==> config.mk <==
export PLATFORM = sky130hd
export DESIGN_NAME = sdram_arbiter
export DESIGN_NICKNAME = d
export VERILOG_FILES = /design/src/rtl/sdram_pkg.sv /design/src/rtl/sdram_arbiter.sv
export SDC_FILE = /design/constraint.sdc
export NUM_CORES = 1
export LEC_CHECK = 0
export ABC_AREA = 1
export BUFFER_PORTS_ARGS = -buffer_cell sky130_fd_sc_hd__buf_2
export CORE_AREA = 2 2 93 95
export DETAILED_ROUTE_END_ITERATION = 10
export DIE_AREA = 0 0 95 97
export PLACE_DENSITY_LB_ADDON = 0.2
export SLEW_MARGIN = 25
export SYNTH_ARGS = -nofsm -noshare
export SYNTH_HDL_FRONTEND = slang
export SYNTH_SLANG_ARGS = --single-unit
==> constraint.sdc <==
create_clock -name clk -period 2.8 [get_ports clk]
set_input_delay 0 -clock clk [delete_from_list [all_inputs] [get_ports clk]]
set_output_delay 0 -clock clk [all_outputs]
set_load 0.05 [all_outputs]
==> src/rtl/sdram_pkg.sv <==
package sdram_pkg;

    typedef logic [11:0] row_t;
    typedef logic [7:0]  col_t;
    typedef logic [1:0]  bank_t;
    typedef logic [21:0] mem_addr_t;  // bank, column, row
    typedef logic [15:0] mem_data_t;
    typedef logic [1:0]  byte_mask_t;  // 1 = byte masked
    typedef logic [1:0]  ch_id_t;
    typedef logic [2:0]  sdram_cmd_t;  // ras, cas, we

    localparam sdram_cmd_t CMD_NOOP              = 3'b111;
    localparam sdram_cmd_t CMD_ACTIVATE          = 3'b011;
    localparam sdram_cmd_t CMD_MODE_REGISTER_SET = 3'b000;
    localparam sdram_cmd_t CMD_AUTO_REFRESH      = 3'b001;
    localparam sdram_cmd_t CMD_READ              = 3'b101;
    localparam sdram_cmd_t CMD_WRITE             = 3'b100;
    localparam sdram_cmd_t CMD_PRECHARGE         = 3'b010;

    localparam logic [4:0] PRECHARGE_PERIOD = 5'd2;  // tRP
    localparam logic [4:0] REGISTER_SET     = 5'd2;  // tRSC
    localparam logic [4:0] ACTIVE_TO_CMD    = 5'd2;  // tRCD
    localparam logic [4:0] CAS_LATENCY      = 5'd2;
    localparam logic [4:0] READ_PERIOD      = 5'd6;  // tRAS + tRP
    localparam logic [4:0] WRITE_PERIOD     = 5'd8;  // tRAS + tRP + tWR

    localparam logic [10:0] REFRESH_INTERVAL = 11'd1560;  // 15.625 us per row

    localparam logic [4:0] CONFIGURE_PRECHARGE = PRECHARGE_PERIOD;
    localparam logic [4:0] CONFIGURE_SET_MODE  = CONFIGURE_PRECHARGE + PRECHARGE_PERIOD;
    localparam logic [4:0] CONFIGURE_REFRESH_1 = CONFIGURE_SET_MODE + REGISTER_SET;
    localparam logic [4:0] CONFIGURE_REFRESH_2 = CONFIGURE_REFRESH_1 + READ_PERIOD + 5'd1;
    localparam logic [4:0] CONFIGURE_END       = CONFIGURE_REFRESH_2 + READ_PERIOD;

    localparam logic [4:0] ACTIVE_START     = 5'd1;
    localparam logic [4:0] ACTIVE_CMD       = ACTIVE_TO_CMD;
    localparam logic [4:0] ACTIVE_READY     = ACTIVE_TO_CMD + CAS_LATENCY + 5'd1;
    localparam logic [4:0] ACTIVE_READ_END  = READ_PERIOD;
    localparam logic [4:0] ACTIVE_WRITE_END = WRITE_PERIOD;

    // burst read, single write, sequential, burst length 1
    localparam logic [11:0] MODE_WORD = {2'b00, 1'b1, 2'b00, 3'(CAS_LATENCY), 1'b0, 3'd0};

endpackage
==> src/rtl/sdram_arbiter.sv <==
module sdram_arbiter import sdram_pkg::*; (
    input  logic       clk,
    input  logic       reset,
    input  logic       ch0_req,
    input  logic       ch0_we,
    input  mem_addr_t  ch0_addr,
    input  mem_data_t  ch0_wdata,
    input  byte_mask_t ch0_wm,
    output logic       ch0_ack,
    output mem_data_t  ch0_rdata,
    input  logic       ch1_req,
    input  logic       ch1_we,
    input  mem_addr_t  ch1_addr,
    input  mem_data_t  ch1_wdata,
    input  byte_mask_t ch1_wm,
    output logic       ch1_ack,
    output mem_data_t  ch1_rdata,
    input  logic       ch2_req,
    input  logic       ch2_we,
    input  mem_addr_t  ch2_addr,
    input  mem_data_t  ch2_wdata,
    input  byte_mask_t ch2_wm,
    output logic       ch2_ack,
    output mem_data_t  ch2_rdata,
    output logic       grant_valid,
    output ch_id_t     grant_ch,
    output mem_addr_t  grant_addr,
    output mem_data_t  grant_wdata,
    output logic       grant_we,
    output byte_mask_t grant_wm,
    input  logic       grant_take,
    input  logic       done,
    input  ch_id_t     done_ch,
    input  mem_data_t  done_rdata
);

    logic [2:0] pending;
    logic [2:0] take_mask;

    assign take_mask   = grant_take ? (3'b001 << grant_ch) : 3'b000;
    assign grant_valid = |pending;

    always_comb begin
        if (pending[0]) grant_ch = 2'd0;  // lowest index wins
        else if (pending[1]) grant_ch = 2'd1;
        else grant_ch = 2'd2;
        case (grant_ch)
            2'd0: {grant_addr, grant_wdata, grant_we, grant_wm} =
                {ch0_addr, ch0_wdata, ch0_we, ch0_wm};
            2'd1: {grant_addr, grant_wdata, grant_we, grant_wm} =
                {ch1_addr, ch1_wdata, ch1_we, ch1_wm};
            default: {grant_addr, grant_wdata, grant_we, grant_wm} =
                {ch2_addr, ch2_wdata, ch2_we, ch2_wm};
        endcase
    end

    always_ff @(posedge clk) begin
        if (reset) begin
            pending                     <= 3'b000;
            {ch2_ack, ch1_ack, ch0_ack} <= 3'b000;
        end else begin
            pending                     <= (pending | {ch2_req, ch1_req, ch0_req}) & ~take_mask;
            {ch2_ack, ch1_ack, ch0_ack} <= done ? (3'b001 << done_ch) : 3'b000;
        end
    end

    // read data held until the next read on the same channel
    always_ff @(posedge clk) begin
        if (done && done_ch == 2'd0 && !ch0_we) ch0_rdata <= done_rdata;
        if (done && done_ch == 2'd1 && !ch1_we) ch1_rdata <= done_rdata;
        if (done && done_ch == 2'd2 && !ch2_we) ch2_rdata <= done_rdata;
    end

    a_one_ack: assert property (@(posedge clk) disable iff (reset)
        $onehot0({ch2_ack, ch1_ack, ch0_ack}));

endmodule

== Word-level counts from Yosys, hierarchy flattened ==
Index checks and enable logic that the tools add are counted.
W data, S select, Z words.

* Bits in registers: 54
* Bits in latches: 0
* RAM bits: 0
* ROM bits: 0
* Input port bits: 148
* Output and inout port bits: 95
* Word-level logic and storage cells: 36
* Memories: 0

* Add/sub/neg operators: 0
* $mul: 0
* Div/mod/pow operators: 0
* $lt $le $gt $ge: 0
* Equality and inequality tests: 3
* Shift operators: 2
* Multiplexer cells: 7
* Bitwise operators: 4
* Reduce and logical (&&, ||, !) cells: 13

{| class="wikitable"
|+ Operator list
! cell !! count
|-
| $pmux W22 S2 || 1
|-
| $pmux W16 S2 || 1
|-
| $logic_and A1 B1 Y1 || 6
|-
| $shl A1 B2 Y3 const A || 2
|-
| $eq A2 B1 Y1 const B || 2
|-
| $logic_not A2 Y1 || 2
|-
| $mux W2 || 2
|-
| $pmux W2 S2 || 1
|-
| $and A3 B3 Y3 || 1
|-
| $logic_not A1 Y1 || 3
|-
| $mux W3 || 1
|-
| $not A3 Y3 || 1
|-
| $or A3 B3 Y3 || 1
|-
| $reduce_or A3 Y1 || 1
|-
| $eq A2 B2 Y1 const B || 1
|-
| $pmux W1 S2 || 1
|-
| $reduce_or A2 Y1 || 1
|-
| $not A1 Y1 || 1
|}

== Depth between registers and ports, before layout ==
* Word-level depth: 6
* Mapped depth: 5
* Mapped depth without buffers: 4

== Worst setup path after synthesis ==
Ideal clock, no wire load.

* Path kind: in2reg
* Start: input port done_ch[1]
* End: register ch0_rdata[0] (enable)
* Data arrival time: 842 ps
* Slack: 1,570 ps
* Cell stages on the path: 3
* Path buffers: 0
* Path through: inv_1 nand3_1 nor2_1

* Word-level cells in the longest chain between the ends: 3

{| class="wikitable"
|+ RTL lines
! item !! line !! text
|-
| start, declared || sdram_arbiter.sv:33 || <nowiki>input ch_id_t done_ch,</nowiki>
|-
| $logic_not A2 Y1 || sdram_arbiter.sv:69 || <nowiki>if (done && done_ch == 2'd0 && !ch0_we) ch0_rdata <= done_rdata;</nowiki>
|-
| $logic_and A1 B1 Y1 (2 in a row) || sdram_arbiter.sv:69 ||
|-
| end signal, assigned || sdram_arbiter.sv:69 ||
|-
| end, declared || sdram_arbiter.sv:10 || <nowiki>output mem_data_t ch0_rdata,</nowiki>
|}

Every way passes these cells.
A chain may end at the register's enable or synchronous reset.

== Worst setup path in the final report ==
* Start: register pending[1]
* End: output port grant_addr[2]

* Word-level cells in the longest chain between the ends: 4
* Elaborated cells on any way between the ends: 5

{| class="wikitable"
|+ RTL lines
! item !! line !! text
|-
| start, declared || sdram_arbiter.sv:37 || <nowiki>logic [2:0] pending;</nowiki>
|-
| start signal, assigned || sdram_arbiter.sv:62 || <nowiki>pending <= (pending | {ch2_req, ch1_req, ch0_req}) & ~take_mask;</nowiki>
|-
| $mux W2 (*) || sdram_arbiter.sv:45 || <nowiki>else if (pending[1]) grant_ch = 2'd1;</nowiki>
|-
| $mux W2 (*) || sdram_arbiter.sv:44 || <nowiki>if (pending[0]) grant_ch = 2'd0;</nowiki>
|-
| $eq A2 B1 Y1 or $logic_not A2 Y1 (tied branches) || sdram_arbiter.sv:47 || <nowiki>case (grant_ch)</nowiki>
|-
| $pmux W22 S2 (*) || sdram_arbiter.sv:47 ||
|-
| end, declared || sdram_arbiter.sv:27 || <nowiki>output mem_addr_t grant_addr,</nowiki>
|}

Mark *: on every way between the ends. The rest lies on a longest branch, timed or not.

==> metrics.csv <==
metric;value;unit
outcome;completed;
die_h;97;µm
placedCellCount;599;
critPathLaunch;pending[1];
drt_iter0_markers;87;
synth_top_area_share;56.47;%
die_x;95;µm
cts-root-buf;clkbuf_8;
drv_slew;0;
path_class;register to output port;
ant_nets;0;
vias;2851;
fin_crit_sh;73.72;%
busiest_layer;met2;
ff2ff_path_depth;4;
hold_path_class;input port to register;
clockBufferDepth;2;
ios;243;
h-tree-depth;2;
cts.clk_slew.worst_paths;90;ps
fin_skew;0.1417;ps
cts_buffers;5;
instances_no_fill;632;
route.detailed.wl_per_inst;12.89;µm
syn_area;2552;µm²
hold_violations;0;
slowest_delay;780;ps
grt_util_met3;3.894;%
antenna_found_initial;0;
synth_area_per_cell;9.632;µm²
grt_overflow;0;
synth-edff-count;48;
io_buffers;242;
synth_ff_type;edfxtp_1;
period_needed;2064;ps
design.core.area;8134;µm²
ys_ff_latch;54;
ys_top_cells_by_area;edfxtp_1 56%, nand3_1 17%, nand2_1 13%, dfxtp_1 4.7%, buf_6 2.6%;
start_util;31.38;%
grt_pass1_vias;2641;
rsz0062_at_grt;no;
clock_latency;290;ps
cp.depth;4;
worstReg2RegStart;pending[0];
cap_violations;0;
timing.rr.end;pending[0];
crit_top_cell;nand3_1;
netlist_instances;265;
yosys_warnings;0;
p_leak;2.060;nW
tritoncts;yes;
synthDistinctLibCells;13;
dpl.hpwl;6.441;mm
crit_path_end;grant_addr[2];
rrSetupSlack;1000;ps
cts_sinks;54;
fmax;0.4844;GHz
finalWirelength;8.146;mm
postCtsResizedCells;0;
holdCritStartpoint;grant_take;
rows;33;
grt_util_met1;18.85;%
ys_top_cells_by_count;85 x nand2_1, 85 x nand3_1, 48 x edfxtp_1;
areaGrowthSynthToFinish;61.96;%
final_nets;674;
path_max_fanout;29;
yosys.area.top_type;edfxtp_1;
path_cells;buf_4, nand3_1, nand3_1, buf_2;
drive_gt1_share;48.58;%
gp_congestion;0.8158;
use_met2;29.35;%
antenna_cells;0;
final.setup.tns;0;ps
relSlewSlack;53.39;%
path_buf_inv;2;
path_delay_family;flip-flops;
seq_area_frac_synth;61.18;%
fp.dieArea;9215;µm²
drt_first_pass_iters;4;
max-vdd-ir-drop;0.0002576;V
power_density;513.8;nW/µm²
grt_max_degree;44;
critPathArrivalTime;2060;ps
required;2800;ps
setup_viol;0;
synth_nets;413;
grt_util_all_layers;16.43;%
drc_errors;0;
tightest_slew;698.1;ps
grt_pass1_wl;12.16;mm
end_kind;output port;
synthArstFlopShare;0;%
slowest_stage;dfxtp_1;
start_kind;register;
avgViaCountPerCell;4.511;
repair_timing:
action,4_1_cts,5_1_grt
setup endpoints to repair,0,0
hold endpoints to repair,54,0
hold buffers,25,0
setup buffers,0,0
worst min-delay path by stage:
stage,end,slack [ps],cells after the start
2_1_floorplan,ch0_ack,70,1
3_3_place_gp,ch2_rdata[14],210,1
3_5_place_dp,ch2_rdata[14],210,1
4_1_cts,pending[2],0.7,4
5_1_grt,pending[1],20,4
6_report,pending[2],8,4
worst min-delay path: cells and delay by family:
kind / cells / cell delay [ps]
simple gates: 2 / 130
buf+inv: 2 / 130
metal layers:
layer,part of all wire [%],vias up
met4,2.4,0
met3,7.9,16
met2,51,134
li1,-,1432
met5,0,-
met1,39,1269
cell usage in the layout, fill, tap and decap left out:
cell type        n
inv_6            1
o21ai_0          3
nand2_1         85
nor2_8           1
dfxtp_1          6
clkbuf_8         5
buf_4            5
inv_1            6
buf_2          242
edfxtp_1        48
or2_1            1
clkinvlp_4       1
dlygate4sd3_1   25
nor2_1          11
clkinv_1         1
nand3_1         85
inv_2            1
cells by family after synthesis:
family,share of synthesized area (%)
compound gates,0.5881
flops,61.18
simple gates,31.81
buf+inv,6.421
area by class of cell:
cell class / count / area [µm²]
flip-flops and latches: 54 / 1562
clock buffers: 5 / 68.82
fillers: 801 / 4000
clock inverters: 3 / 20.02
well taps: 105 / 131.4
inverters: 7 / 26.28
multi-input cells: 186 / 827.0
repair buffers: 272 / 1499
stage by stage:
stage	total power (W)	setup slack, ps	hold WS, ps	util (%)	cell area [µm²]
floorplan	0.001489	1570	72.38	-	2552
global placement	0.001706	1112	205.2	46.65	3795
detailed placement	0.001710	1066	206.8	46.65	3795
CTS	0.002147	730.7	0.7283	50.82	4134
global route	0.002230	553.3	16.10	50.82	4134
finish	0.002124	735.7	8.241	50.82	4134
report_power, final:
part           switching (W)  internal (W)  total, W
Sequential         0.0000148      0.000904  0.000918
Combinational       0.000575      0.000222  0.000797
Clock               0.000233      0.000176  0.000409
Total               0.000823       0.00130   0.00212
state kept, by name (all words and copies together) (netlist names):
signal / count
ch1_ack: 1
ch2_ack: 1
ch0_ack: 1
ch2_rdata: 16
ch0_rdata: 16
pending: 3
ch1_rdata: 16
Power figures use the tool's default switching activity.
