[src/rtl/sdram_pkg.sv]
package sdram_pkg;

    typedef logic [11:0] row_t;
    typedef logic [7:0]  col_t;
    typedef logic [1:0]  bank_t;
    typedef logic [21:0] mem_addr_t;  // bank, column, row
    typedef logic [15:0] mem_data_t;
    typedef logic [1:0]  byte_mask_t;  // 1 = byte masked
    typedef logic [1:0]  ch_id_t;
    typedef logic [2:0]  sdram_cmd_t;  // ras, cas, we

    localparam sdram_cmd_t CMD_NOOP              = 3'b111;
    localparam sdram_cmd_t CMD_ACTIVATE          = 3'b011;
    localparam sdram_cmd_t CMD_MODE_REGISTER_SET = 3'b000;
    localparam sdram_cmd_t CMD_AUTO_REFRESH      = 3'b001;
    localparam sdram_cmd_t CMD_READ              = 3'b101;
    localparam sdram_cmd_t CMD_WRITE             = 3'b100;
    localparam sdram_cmd_t CMD_PRECHARGE         = 3'b010;

    localparam logic [4:0] PRECHARGE_PERIOD = 5'd2;  // tRP
    localparam logic [4:0] REGISTER_SET     = 5'd2;  // tRSC
    localparam logic [4:0] ACTIVE_TO_CMD    = 5'd2;  // tRCD
    localparam logic [4:0] CAS_LATENCY      = 5'd2;
    localparam logic [4:0] READ_PERIOD      = 5'd6;  // tRAS + tRP
    localparam logic [4:0] WRITE_PERIOD     = 5'd8;  // tRAS + tRP + tWR

    localparam logic [10:0] REFRESH_INTERVAL = 11'd1560;  // 15.625 us per row

    localparam logic [4:0] CONFIGURE_PRECHARGE = PRECHARGE_PERIOD;
    localparam logic [4:0] CONFIGURE_SET_MODE  = CONFIGURE_PRECHARGE + PRECHARGE_PERIOD;
    localparam logic [4:0] CONFIGURE_REFRESH_1 = CONFIGURE_SET_MODE + REGISTER_SET;
    localparam logic [4:0] CONFIGURE_REFRESH_2 = CONFIGURE_REFRESH_1 + READ_PERIOD + 5'd1;
    localparam logic [4:0] CONFIGURE_END       = CONFIGURE_REFRESH_2 + READ_PERIOD;

    localparam logic [4:0] ACTIVE_START     = 5'd1;
    localparam logic [4:0] ACTIVE_CMD       = ACTIVE_TO_CMD;
    localparam logic [4:0] ACTIVE_READY     = ACTIVE_TO_CMD + CAS_LATENCY + 5'd1;
    localparam logic [4:0] ACTIVE_READ_END  = READ_PERIOD;
    localparam logic [4:0] ACTIVE_WRITE_END = WRITE_PERIOD;

    // burst read, single write, sequential, burst length 1
    localparam logic [11:0] MODE_WORD = {2'b00, 1'b1, 2'b00, 3'(CAS_LATENCY), 1'b0, 3'd0};

endpackage
[src/rtl/sdram_refresh_timer.sv]
module sdram_refresh_timer import sdram_pkg::*; (
    input  logic clk,
    input  logic reset,
    input  logic refresh,        // early refresh hint
    input  logic refresh_start,
    output logic refresh_due
);

    logic [10:0] count;
    logic        early_ok;
    logic        interval_done;

    assign early_ok      = (count >= (REFRESH_INTERVAL >> 1)) && refresh;
    assign interval_done = (count >= REFRESH_INTERVAL);

    always_ff @(posedge clk) begin
        if (reset || refresh_start) begin
            count       <= '0;
            refresh_due <= 1'b0;
        end else begin
            if (!refresh_due) begin
                count <= count + 11'd1;  // hold while waiting for service
            end
            if (interval_done || early_ok) begin
                refresh_due <= 1'b1;
            end
        end
    end

endmodule

[config.mk]
export PLATFORM = sky130hd
export DESIGN_NAME = sdram_refresh_timer
export DESIGN_NICKNAME = d
export VERILOG_FILES = /design/src/rtl/sdram_pkg.sv /design/src/rtl/sdram_refresh_timer.sv
export SDC_FILE = /design/constraint.sdc
export NUM_CORES = 1
export LEC_CHECK = 0
export BUFFER_PORTS_ARGS = -buffer_cell sky130_fd_sc_hd__buf_2
export CAP_MARGIN = 20
export CORE_UTILIZATION = 45
export DETAILED_ROUTE_END_ITERATION = 10
export PLACE_DENSITY_LB_ADDON = 0.2
export SLEW_MARGIN = 10
export SYNTH_ARGS = -nofsm -noshare
export SYNTH_HDL_FRONTEND = slang
export SYNTH_SLANG_ARGS = --single-unit
[constraint.sdc]
create_clock -name clk -period 3.75 [get_ports clk]
set_input_delay 0.5625 -clock clk [delete_from_list [all_inputs] [get_ports clk]]
set_output_delay 0.5625 -clock clk [all_outputs]
set_load 0.03 [all_outputs]
Word-level counts from Yosys, hierarchy flattened
Index checks and enable logic that the tools add are counted.
{"block": "totals", "output_inout_bits": 1, "register_bits": 12, "elab_cells": 8, "in_bits": 4}
{"block": "op_classes", "addsub": 1, "magnitude_cmp": 2, "reduce_logical": 3}
{"cell": "$add 11x1->11 const B", "n": 1}
{"cell": "$ge 11x10->1 const B", "n": 1}
{"cell": "$ge 11x11->1 const B", "n": 1}
{"cell": "$logic_or 1x1->1", "n": 2}
{"cell": "$logic_and 1x1->1", "n": 1}

Logic depth before layout (Yosys ltp)
Gate-level depths: netlist (run 1).
{"block": "depth", "depth_word": 3, "depth_mapped": 5, "mapped_depth_nobuf": 4}

Worst setup path before layout (run 1)
No wires, ideal clock.
{"block": "synth_timing", "kind": "reg2reg", "start": "register refresh_due", "end": "register count[9]", "t_required_ns": 3.680, "path_stages_with_launch": 6, "t_arrival_ns": 1.450, "period_less_slack_ns": 1.520, "slack_ns": 2.230, "setup_ns": 0.070, "cell_sequence": "dfxtp_1 > buf_6 > nand4b_4 > buf_6 > or4_1 > a21oi_1"}
{"element": "start, declared", "line_no": "sdram_refresh_timer.sv:6", "text": "output logic refresh_due"}
{"element": "start signal, assigned", "line_no": "sdram_refresh_timer.sv:19", "text": "refresh_due <= 1'b0;"}
{"element": "start signal, assigned", "line_no": "sdram_refresh_timer.sv:25", "text": "refresh_due <= 1'b1;"}
{"element": "end signal, assigned", "line_no": "sdram_refresh_timer.sv:22", "text": "count <= count + 11'd1;"}
{"element": "end, declared", "line_no": "sdram_refresh_timer.sv:9", "text": "logic [10:0] count;"}

Worst setup path in the final report (run 1)
{"block": "layout_timing", "start": "register refresh_due", "end": "output port refresh_due"}
No word-level cell between the ends.

==> qor.yml, run 1 <==
pwr:
  vdd_ir_drop_max_mv: 0.226
  power.leakage_nw: 0.266
  power.total_mw: 0.243
  pwr_density_cell_mw_per_mm2: 355
drt:
  wl_per_cell_um: 11.8
  drc: 0
  drt_iter0_drc: 7
  num_vias: 495
  drt-total-wl_um: 1070
  firstDrtPassIters: 4
  ant_nets: 0
  via_per_inst: 5.44
critical_path:
  worstPathRequired_ns: 3.19
  crit_family: "flip-flops"
  end_kind: "output port"
  critPathArrivalTime_ns: 1.01
  cpPeakStageDelay_ns: 0.49
  start_kind: "flop"
  worstSetupPathType: "flop to output port"
  worstPathMaxFanout: 9
  cp_slowest_cell: "dfxtp_1"
  path_buf_inv: 1
  path_cells: "buf_2"
clock_tree:
  cts_max_path_buffers: 2
  cts_resized: 0
  post_cts_buffers: 0
  clk_pin_slew_ns: 0.08
  htree_levels: 1
  holdBufCountCts: 0
  cts_tree: "done"
  cts_root_buffer: "clkbuf_4"
  clock_sinks: 12
  cts_buffers: 3
  clk_latency_ns: 0.27
placement:
  place_hpwl_um: 763
  io_buffers: 4
  gp_congestion: 0.697
synthesis:
  synth.area.top_cells: "dfxtp_1, a21oi_1, xor2_1, ha_1, nand4b_4"
  ys_seq_area_frac: 0.378
  synthCells: 71
  netlist_area_sq_um: 636
  ys_warn_count: 0
  syn-num-nets: 77
  synth_cell_types: 27
  synth_area_per_cell_sq_um: 8.95
  synth_top_cell_by_area: "dfxtp_1"
  yosys_register_bits: 12
  synth_top_area_frac: 0.378
job:
  drv_cap: 0
timing:
  final_hold_viol_count: 0
  fin_tns_setup_ns: 0
  timing.fmax_mhz: 636
  setup_violations: 0
  report.final.slew_viol_count: 0
  fin_crit_ns: 1.57
  clock-skew-final_ns: 0.00232
  relSlewSlack: 0.784
  period_share: 0.419
  rsz0062_at_grt: "false"
  worst_pin_slew_ns: 0.321
global_routing:
  grt_pass1_wl_um: 1680
  grt-ovfl-total: 0
  antenna_found_initial: 0
  grt_pass1_vias: 389
  grt_max_degree: 12
  grt_usage: 0.166
outcome:
  outcome: "finished clean"
finish:
  n_antenna_cell: 0
  fin_util: 0.526
  drive_above_1_share: 0.171
  syn_to_final_growth_pct: 7.68
  nets: 83
floorplan:
  die_width_um: 39.6
  initial_core_util: 0.488
  ios: 5
  coreArea_sq_mm: 0.00130
  die_area_sq_mm: 0.00157
  num_rows: 13
  die_h_um: 39.6
hold_path:
  hold_class: "flop to flop"
-- cell usage in the layout (no fill, tap or decap), drive strengths merged, types with 2 or more instances in the layout --
cell type / n
or3: 4
or4: 3
nand4b: 3
dfxtp: 12
a21oi: 9
mux2i: 2
nor2: 5
inv: 5
nand2: 4
o31ai: 3
buf: 4
clkbuf: 4
ha: 2
a21o: 2
o21ai: 3
xor2: 3
-- logic make-up (layout without fill, tap and decap cells) --
family	after synthesis	count (layout)	share of synthesized area
DFF	12	12	0.378
buffers and inverters	8	13	0.0709
AOI/OAI and AO/OA	20	20	0.197
muxes	2	2	0.0315
xor gates and xnor gates	3	3	0.0413
and+or+nand+nor	24	24	0.242
adders and majority gates	2	2	0.0394
-- through the flow --
step | hold slack (ns) | worst slack, ns | std cells | instance area [sq um]
after CTS | 0.507 | 2.18 | 91 | 684
after floorplan | 0.462 | 2.23 | 71 | 636
after global routing | 0.551 | 2.12 | 91 | 684
after global placement | 0.497 | 2.37 | 87 | 648
final | 0.501 | 2.18 | 91 | 684
after detailed placement | 0.493 | 2.36 | 87 | 648
-- final cells by class --
type | instances | area, sq um
fillers | 124 | 617
flip-flops and latches | 12 | 240
multi-input cells | 51 | 350
repair buffers | 4 | 20.0
clock buffers | 4 | 36.3
well taps | 15 | 18.8
inverters | 5 | 18.8
-- power breakdown --
part / internal [mW] / total, mW / switching [mW]
registers: 0.128 / 0.130 / 0.00149
logic: 0.00353 / 0.00845 / 0.00492
clock network: 0.0589 / 0.104 / 0.0454
total: 0.191 / 0.243 / 0.0518
-- cells in the mapped netlist (all sizes together) --
cell	instances
o22a	1
or3	4
nand4	1
inv	5
nand3	1
or4	3
or2	1
xor2	3
a21o	2
o41ai	1
dfxtp	12
nor3	1
ha	2
mux2i	2
buf	2
nor2	5
nand2	4
a21oi	9
o31ai	3
nand4b	3
o311ai	1
clkbuf	1
o21ai	3
nor4	1
-- per-layer routing --
metal / vias up / GRT usage / share of wire
met5: - / 0 / 0
li1: 271 / - / -
met1: 215 / 0.228 / 0.54
met4: 0 / 0.0776 / 0.016
met3: 2 / 0.0682 / 0.029
met2: 7 / 0.217 / 0.41
-- path summary, 6_finish.rpt --
path / start / to / slack (ns) / cells past startpoint
setup / recovery: refresh_due / refresh_due / 2.18 / 1
hold / removal: count[9] / count[9] / 0.50 / 2
setup reg to reg: count[0] / count[6] / 2.35 / 4
hold reg to reg: count[9] / count[9] / 0.50 / 2
-- sequential cells by signal (all words and copies together), names as in the netlist --
name and flops:
count 11, refresh_due 1
Power figures use the tool's default switching activity.
==> run 2: changes to the inputs <==
- ABC_AREA: unset -> 1
- clock period: 3.75 -> 1.5 ns (I/O delays scaled with it)
==> run 2 against run 1 <==
Compared with the run above:
- first-iteration DRC count grew 140%
- critical path depth grew 5
- count of clock-buffer cells in the layout is the same
- non-clock buffer count grew 1
- area after synthesis shrank 6.5%
- register-to-register slack lost 2.1 ns
- synthesized cell count grew 20%
- wire length shrank 3.4%
- design area shrank 2.0%
- sequential share of layout area grew 0.72 points
- core utilization grew 4.7 points
- worst setup slack lost 1.9 ns
- critical endpoint is now count[8]
==> qor.yml, run 2 <==
synthesis:
  netlist_area_sq_um: 594
  yosysMostFrequentCell: "nand2_1"
  synth_edf_count: 0
  synth_cell_types: 17
  synth_area_per_cell_sq_um: 6.99
  synthMuxAreaShare: 0
  syn-num-nets: 91
  synth_top_cell_by_area: "dfxtp_1"
  synth_top_family_by_area: "simple AND/OR/NAND/NOR gates"
  synth.area.top_cells: "dfxtp_1, nand2_1, inv_1, a21oi_1, o21ai_0"
  ys_warn_count: 0
  synth_top_area_frac: 0.404
  yosys_register_bits: 12
  synth-adder-area-share: 0.0421
  async_flop_share: 0
  synth_ff_type: "dfxtp_1"
  yosys.area_share.xor_xnor: 0
  synth_compound_area_frac: 0.177
  ys_seq_area_frac: 0.404
  ys_top_cells_by_count: "nand2_1, inv_1, dfxtp_1"
  synthCells: 85
  synthSimpleGateAreaFrac: 0.280
finish:
  largest_register: "count"
  nets: 100
  n_antenna_cell: 0
  drive_above_1_share: 0.151
  syn_to_final_growth_pct: 12.8
  fillCellCount: 123
  final_cell_mix: "nand2_1, inv_1, dfxtp_1"
  reg_top3: "count (11), refresh_due (1)"
  fin_util: 0.573
  layout_commonest_cell: "nand2_1"
  largest_register_ffs: 11
drt:
  wl_per_cell_um: 9.66
  drt-total-wl_um: 1030
  firstDrtPassIters: 4
  drc: 0
  num_vias: 516
  ant_nets: 0
  drt_iter0_drc: 17
  via_per_inst: 4.82
clock_tree:
  clk_latency_ns: 0.27
  htree_levels: 1
  cts_buffers: 3
  cts_root_buffer: "clkbuf_4"
  holdBufCountCts: 0
  clock_sinks: 12
  cts_max_path_buffers: 2
  post_cts_buffers: 0
  clk_pin_slew_ns: 0.08
  cts_resized: 0
  cts_tree: "done"
global_routing:
  grt_max_degree: 9
  grt-ovfl-total: 0
  antenna_found_initial: 0
  grt_pass1_vias: 437
  grt_usage: 0.176
  grt_pass1_wl_um: 1770
critical_path:
  crit_family: "flip-flops"
  worstSetupPathType: "flop to flop"
  path_buf_inv: 0
  cpPeakStageDelay_ns: 0.37
  critPathArrivalTime_ns: 1.42
  worstPathMaxFanout: 4
  end_kind: "flop"
  start_kind: "flop"
  worstPathRequired_ns: 1.67
  cp_slowest_cell: "dfxtp_1"
  path_cells: "ha_1 -> nand3_2 -> nor2_2 -> nand2_1 -> o21ai_0 -> a21oi_1"
  r2r_slack_ns: 0.24
timing:
  layout_setup_ws_ns: 0.245
  fin_tns_setup_ns: 0
  setup_violations: 0
  final_hold_viol_count: 0
  timing.fmax_mhz: 797
  rsz0062_at_grt: "false"
  period_share: 0.837
  worst_pin_slew_ns: 0.230
  clock-skew-final_ns: 0.00513
  report.final.slew_viol_count: 0
  fin_crit_ns: 1.26
  relSlewSlack: 0.846
pwr:
  pwr_density_cell_mw_per_mm2: 894
  power.leakage_nw: 0.321
  vdd_ir_drop_max_mv: 0.565
placement:
  place_hpwl_um: 795
  io_buffers: 4
  place_ws_ns: 0.254
  gp_congestion: 0.786
outcome:
  outcome: "finished clean"
floorplan:
  ios: 5
  die_h_um: 38.3
  die_width_um: 38.3
  die_area_sq_mm: 0.00147
  num_rows: 12
  initial_core_util: 0.507
  coreArea_sq_mm: 0.00117
hold_path:
  hold_class: "primary input to flop"
job:
  drv_cap: 0
[run 2: logic make-up after synthesis]
family | Yosys count
adder cells (fa/ha/maj) | 2
AO/OA/AOI/OAI | 19
buffers and inverters | 15
flip-flops | 12
AND/OR/NAND/NOR | 37
[run 2: final timing paths]
path               end  depth (start not counted)  startpoint
max reg2reg   count[8]                          6    count[0]
min reg2reg   count[5]                          1    count[5]
max           count[8]                          6    count[0]
min          count[10]                          4       reset
[run 2: routing by layer]
layer / wire length, um / part of all wire / up-vias / track usage
met5: 0 / 0 / - / 0
met3: 23 / 0.022 / 2 / 0.0349
met1: 567 / 0.55 / 216 / 0.252
met4: 11 / 0.011 / 0 / 0.103
li1: - / - / 290 / -
met2: 431 / 0.42 / 8 / 0.242
[run 2: worst register-to-register path, delay by kind of cell, from the launching register on]
| family | cells | cell delay, ns |
|---|---|---|
| DFF | 1 | 0.37 |
| adders and majority gates | 1 | 0.22 |
| and+or+nand+nor | 3 | 0.36 |
| AOI/OAI and AO/OA | 2 | 0.20 |
[run 2: stage by stage]
step	power (mW)	instances	hold slack [ns]	area (sq um)
floorplan	0.343	85	0.389	594
CTS	0.604	107	0.223	671
global placement	0.351	103	0.489	634
detailed placement	0.352	103	0.490	634
finish	0.600	107	0.221	671
global route	0.624	107	0.233	671
[run 2: layout make-up]
cell class                 instances  area, sq um  share of cell area
sequential                        12          240               0.358
timing repair buffer               5         27.5              0.0410
multi-input combinational         58          297               0.442
clock buffer                       4         36.3              0.0541
tap                               14         17.5              0.0261
inverter                          14         52.6              0.0784
[run 2: power breakdown]
| part | switching, mW | internal [mW] |
|---|---|---|
| registers | 0.00246 | 0.321 |
| logic | 0.0124 | 0.00911 |
| clock network | 0.108 | 0.147 |
==> run 3: changes to the inputs <==
- clock period: 1.5 -> 1.3 ns (I/O delays scaled with it)
==> run 3 against run 2 <==
Compared with the run above:
- worst setup slack got worse by 0.12 ns
- maximum frequency is 6.4% higher
- final cell count up 1.9%
- flip-flop and latch count unchanged
- hold slack lost 0.023 ns
- highest routed layer unchanged
==> qor.yml, run 3 (synthesized netlist as in run 2, its figures left out) <==
finish:
  syn_to_final_growth_pct: 17.1
  layout_commonest_cell: "nand2_1"
  largest_register: "count"
  final_cell_mix: "nand2_1, inv_1, dfxtp_1"
  reg_top3: "count (11), refresh_due (1)"
  n_antenna_cell: 0
  design_area_sq_um: 696
  fin_util: 0.594
  drive_above_1_share: 0.200
  nets: 102
  final_cells: 109
  largest_register_ffs: 11
critical_path:
  worstSetupPathType: "flop to flop"
  end_kind: "flop"
  path_buf_inv: 0
  cpPeakStageDelay_ns: 0.38
  cp_slowest_cell: "dfxtp_1"
  critPathArrivalTime_ns: 1.36
  timing.rr.start: "count[3]"
  start_kind: "flop"
  r2r-end: "count[7]"
  reg2reg_depth: 5
  path_cells: "nand3_1 -> nor2_2 -> nand2_1 -> o21ai_0 -> nor2_1"
  r2r_slack_ns: 0.12
  crit_family: "simple AND/OR/NAND/NOR gates"
  worstPathMaxFanout: 4
  worstPathRequired_ns: 1.48
drt:
  drt-total-wl_um: 1050
  drt_iter0_drc: 9
  drc: 0
  num_vias: 536
  firstDrtPassIters: 4
  ant_nets: 0
  via_per_inst: 4.92
  wl_per_cell_um: 9.66
pwr:
  combPwrFrac: 0.035
  switching_share: 0.211
  pwr_density_cell_mw_per_mm2: 1010
  power.share.clock: 0.431
  power_frac_seq: 0.535
  power.leakage_nw: 0.329
  internal-power_mw: 0.552
  vdd_ir_drop_max_mv: 0.667
  switching_power_mw: 0.148
  power.total_mw: 0.699
hold_path:
  hp-start: "reset"
  holdPathEnd: "count[10]"
  hold_class: "primary input to flop"
  min_path_cells: 4
clock_tree:
  cts_root_buffer: "clkbuf_4"
  cts_buffers: 3
  cts_max_path_buffers: 2
  clk_pin_slew_ns: 0.08
  cts_tree: "done"
  holdBufCountCts: 0
  post_cts_buffers: 0
  htree_levels: 1
  clk_latency_ns: 0.28
  clock_sinks: 12
placement:
  place_hpwl_um: 803
  place_ws_ns: 0.0704
  placed_cell_area_sq_um: 649
  gp_congestion: 0.788
  dp.cells: 105
  io_buffers: 4
timing:
  worst_pin_slew_ns: 0.253
  final_hold_viol_count: 0
  clock-skew-final_ns: 0.00880
  relSlewSlack: 0.831
  fin_hold_ws_ns: 0.198
  fin_tns_setup_ns: 0
  timing.fmax_mhz: 848
  layout_setup_ws_ns: 0.120
  fin_crit_ns: 1.18
  report.final.slew_viol_count: 0
  period_share: 0.907
  setup_violations: 0
floorplan:
  num_rows: 12
  coreArea_sq_mm: 0.00117
  initial_core_util: 0.507
  die_width_um: 38.3
  die_h_um: 38.3
  die_area_sq_mm: 0.00147
  ios: 5
global_routing:
  grt_pass1_vias: 420
  grt_pass1_wl_um: 1750
  grt_usage: 0.188
  grt-ovfl-total: 0
  antenna_found_initial: 0
  grt_max_degree: 9
outcome:
  outcome: "finished clean"
job:
  drv_cap: 0
==> run 3: cell types whose count changed in the layout (fill, tap and decap cells not counted) <==
| cell | delta |
|---|---|
| buf_4 | +2 |
| dfxtp_1 | -2 |
| dfxtp_2 | +2 |
| ha_1 | -1 |
| ha_2 | +1 |
| nor2_2 | -1 |
| nor2_4 | +1 |
==> run 3: layer usage <==
layer | global-route usage | up-vias | part of all wire
met4 | 0.103 | 0 | 0.013
met3 | 0.105 | 2 | 0.038
met1 | 0.224 | 235 | 0.49
li1 | - | 291 | -
met2 | 0.263 | 8 | 0.45
met5 | 0 | - | 0
==> run 3: tightest hold or removal path, stage by stage <==
cell and delay [ns]:
buf_2 0.08, nor2_1 0.06, nand2_1 0.07, nor2_1 0.03
==> run 3: timing repair <==
action	in CTS	in global routing
hold endpoints to repair	0	0
endpoints found under the setup margin	0	2
gates resized for setup	0	4
==> run 3: final cells by class <==
type / count / area (sq um)
clock buffers: 4 / 36.3
fillers: 113 / 475
inverters: 14 / 52.6
multi-input cells: 58 / 304
flip-flops and latches: 12 / 243
well taps: 14 / 17.5
repair buffers: 7 / 42.5
==> run 3: power by group through the flow <==
stage	clock network [mW]	registers, mW	logic, mW
after floorplan	0	0.381	0.0149
after global placement	0	0.381	0.0242
after detailed placement	0	0.382	0.0248
after CTS	0.317	0.373	0.0249
after global routing	0.330	0.374	0.0283
final	0.301	0.374	0.0244
==> run 3: how the worst max path moves through the flow <==
stage | from | end | slack [ns] | cells past startpoint
floorplan | refresh_due | count[7] | 0.11 | 6
global placement | count[0] | count[8] | 0.11 | 6
detailed placement | count[1] | count[8] | 0.07 | 6
CTS | count[1] | count[10] | 0.07 | 7
global route | count[0] | count[10] | -0.02 | 7
finish | count[3] | count[7] | 0.12 | 5
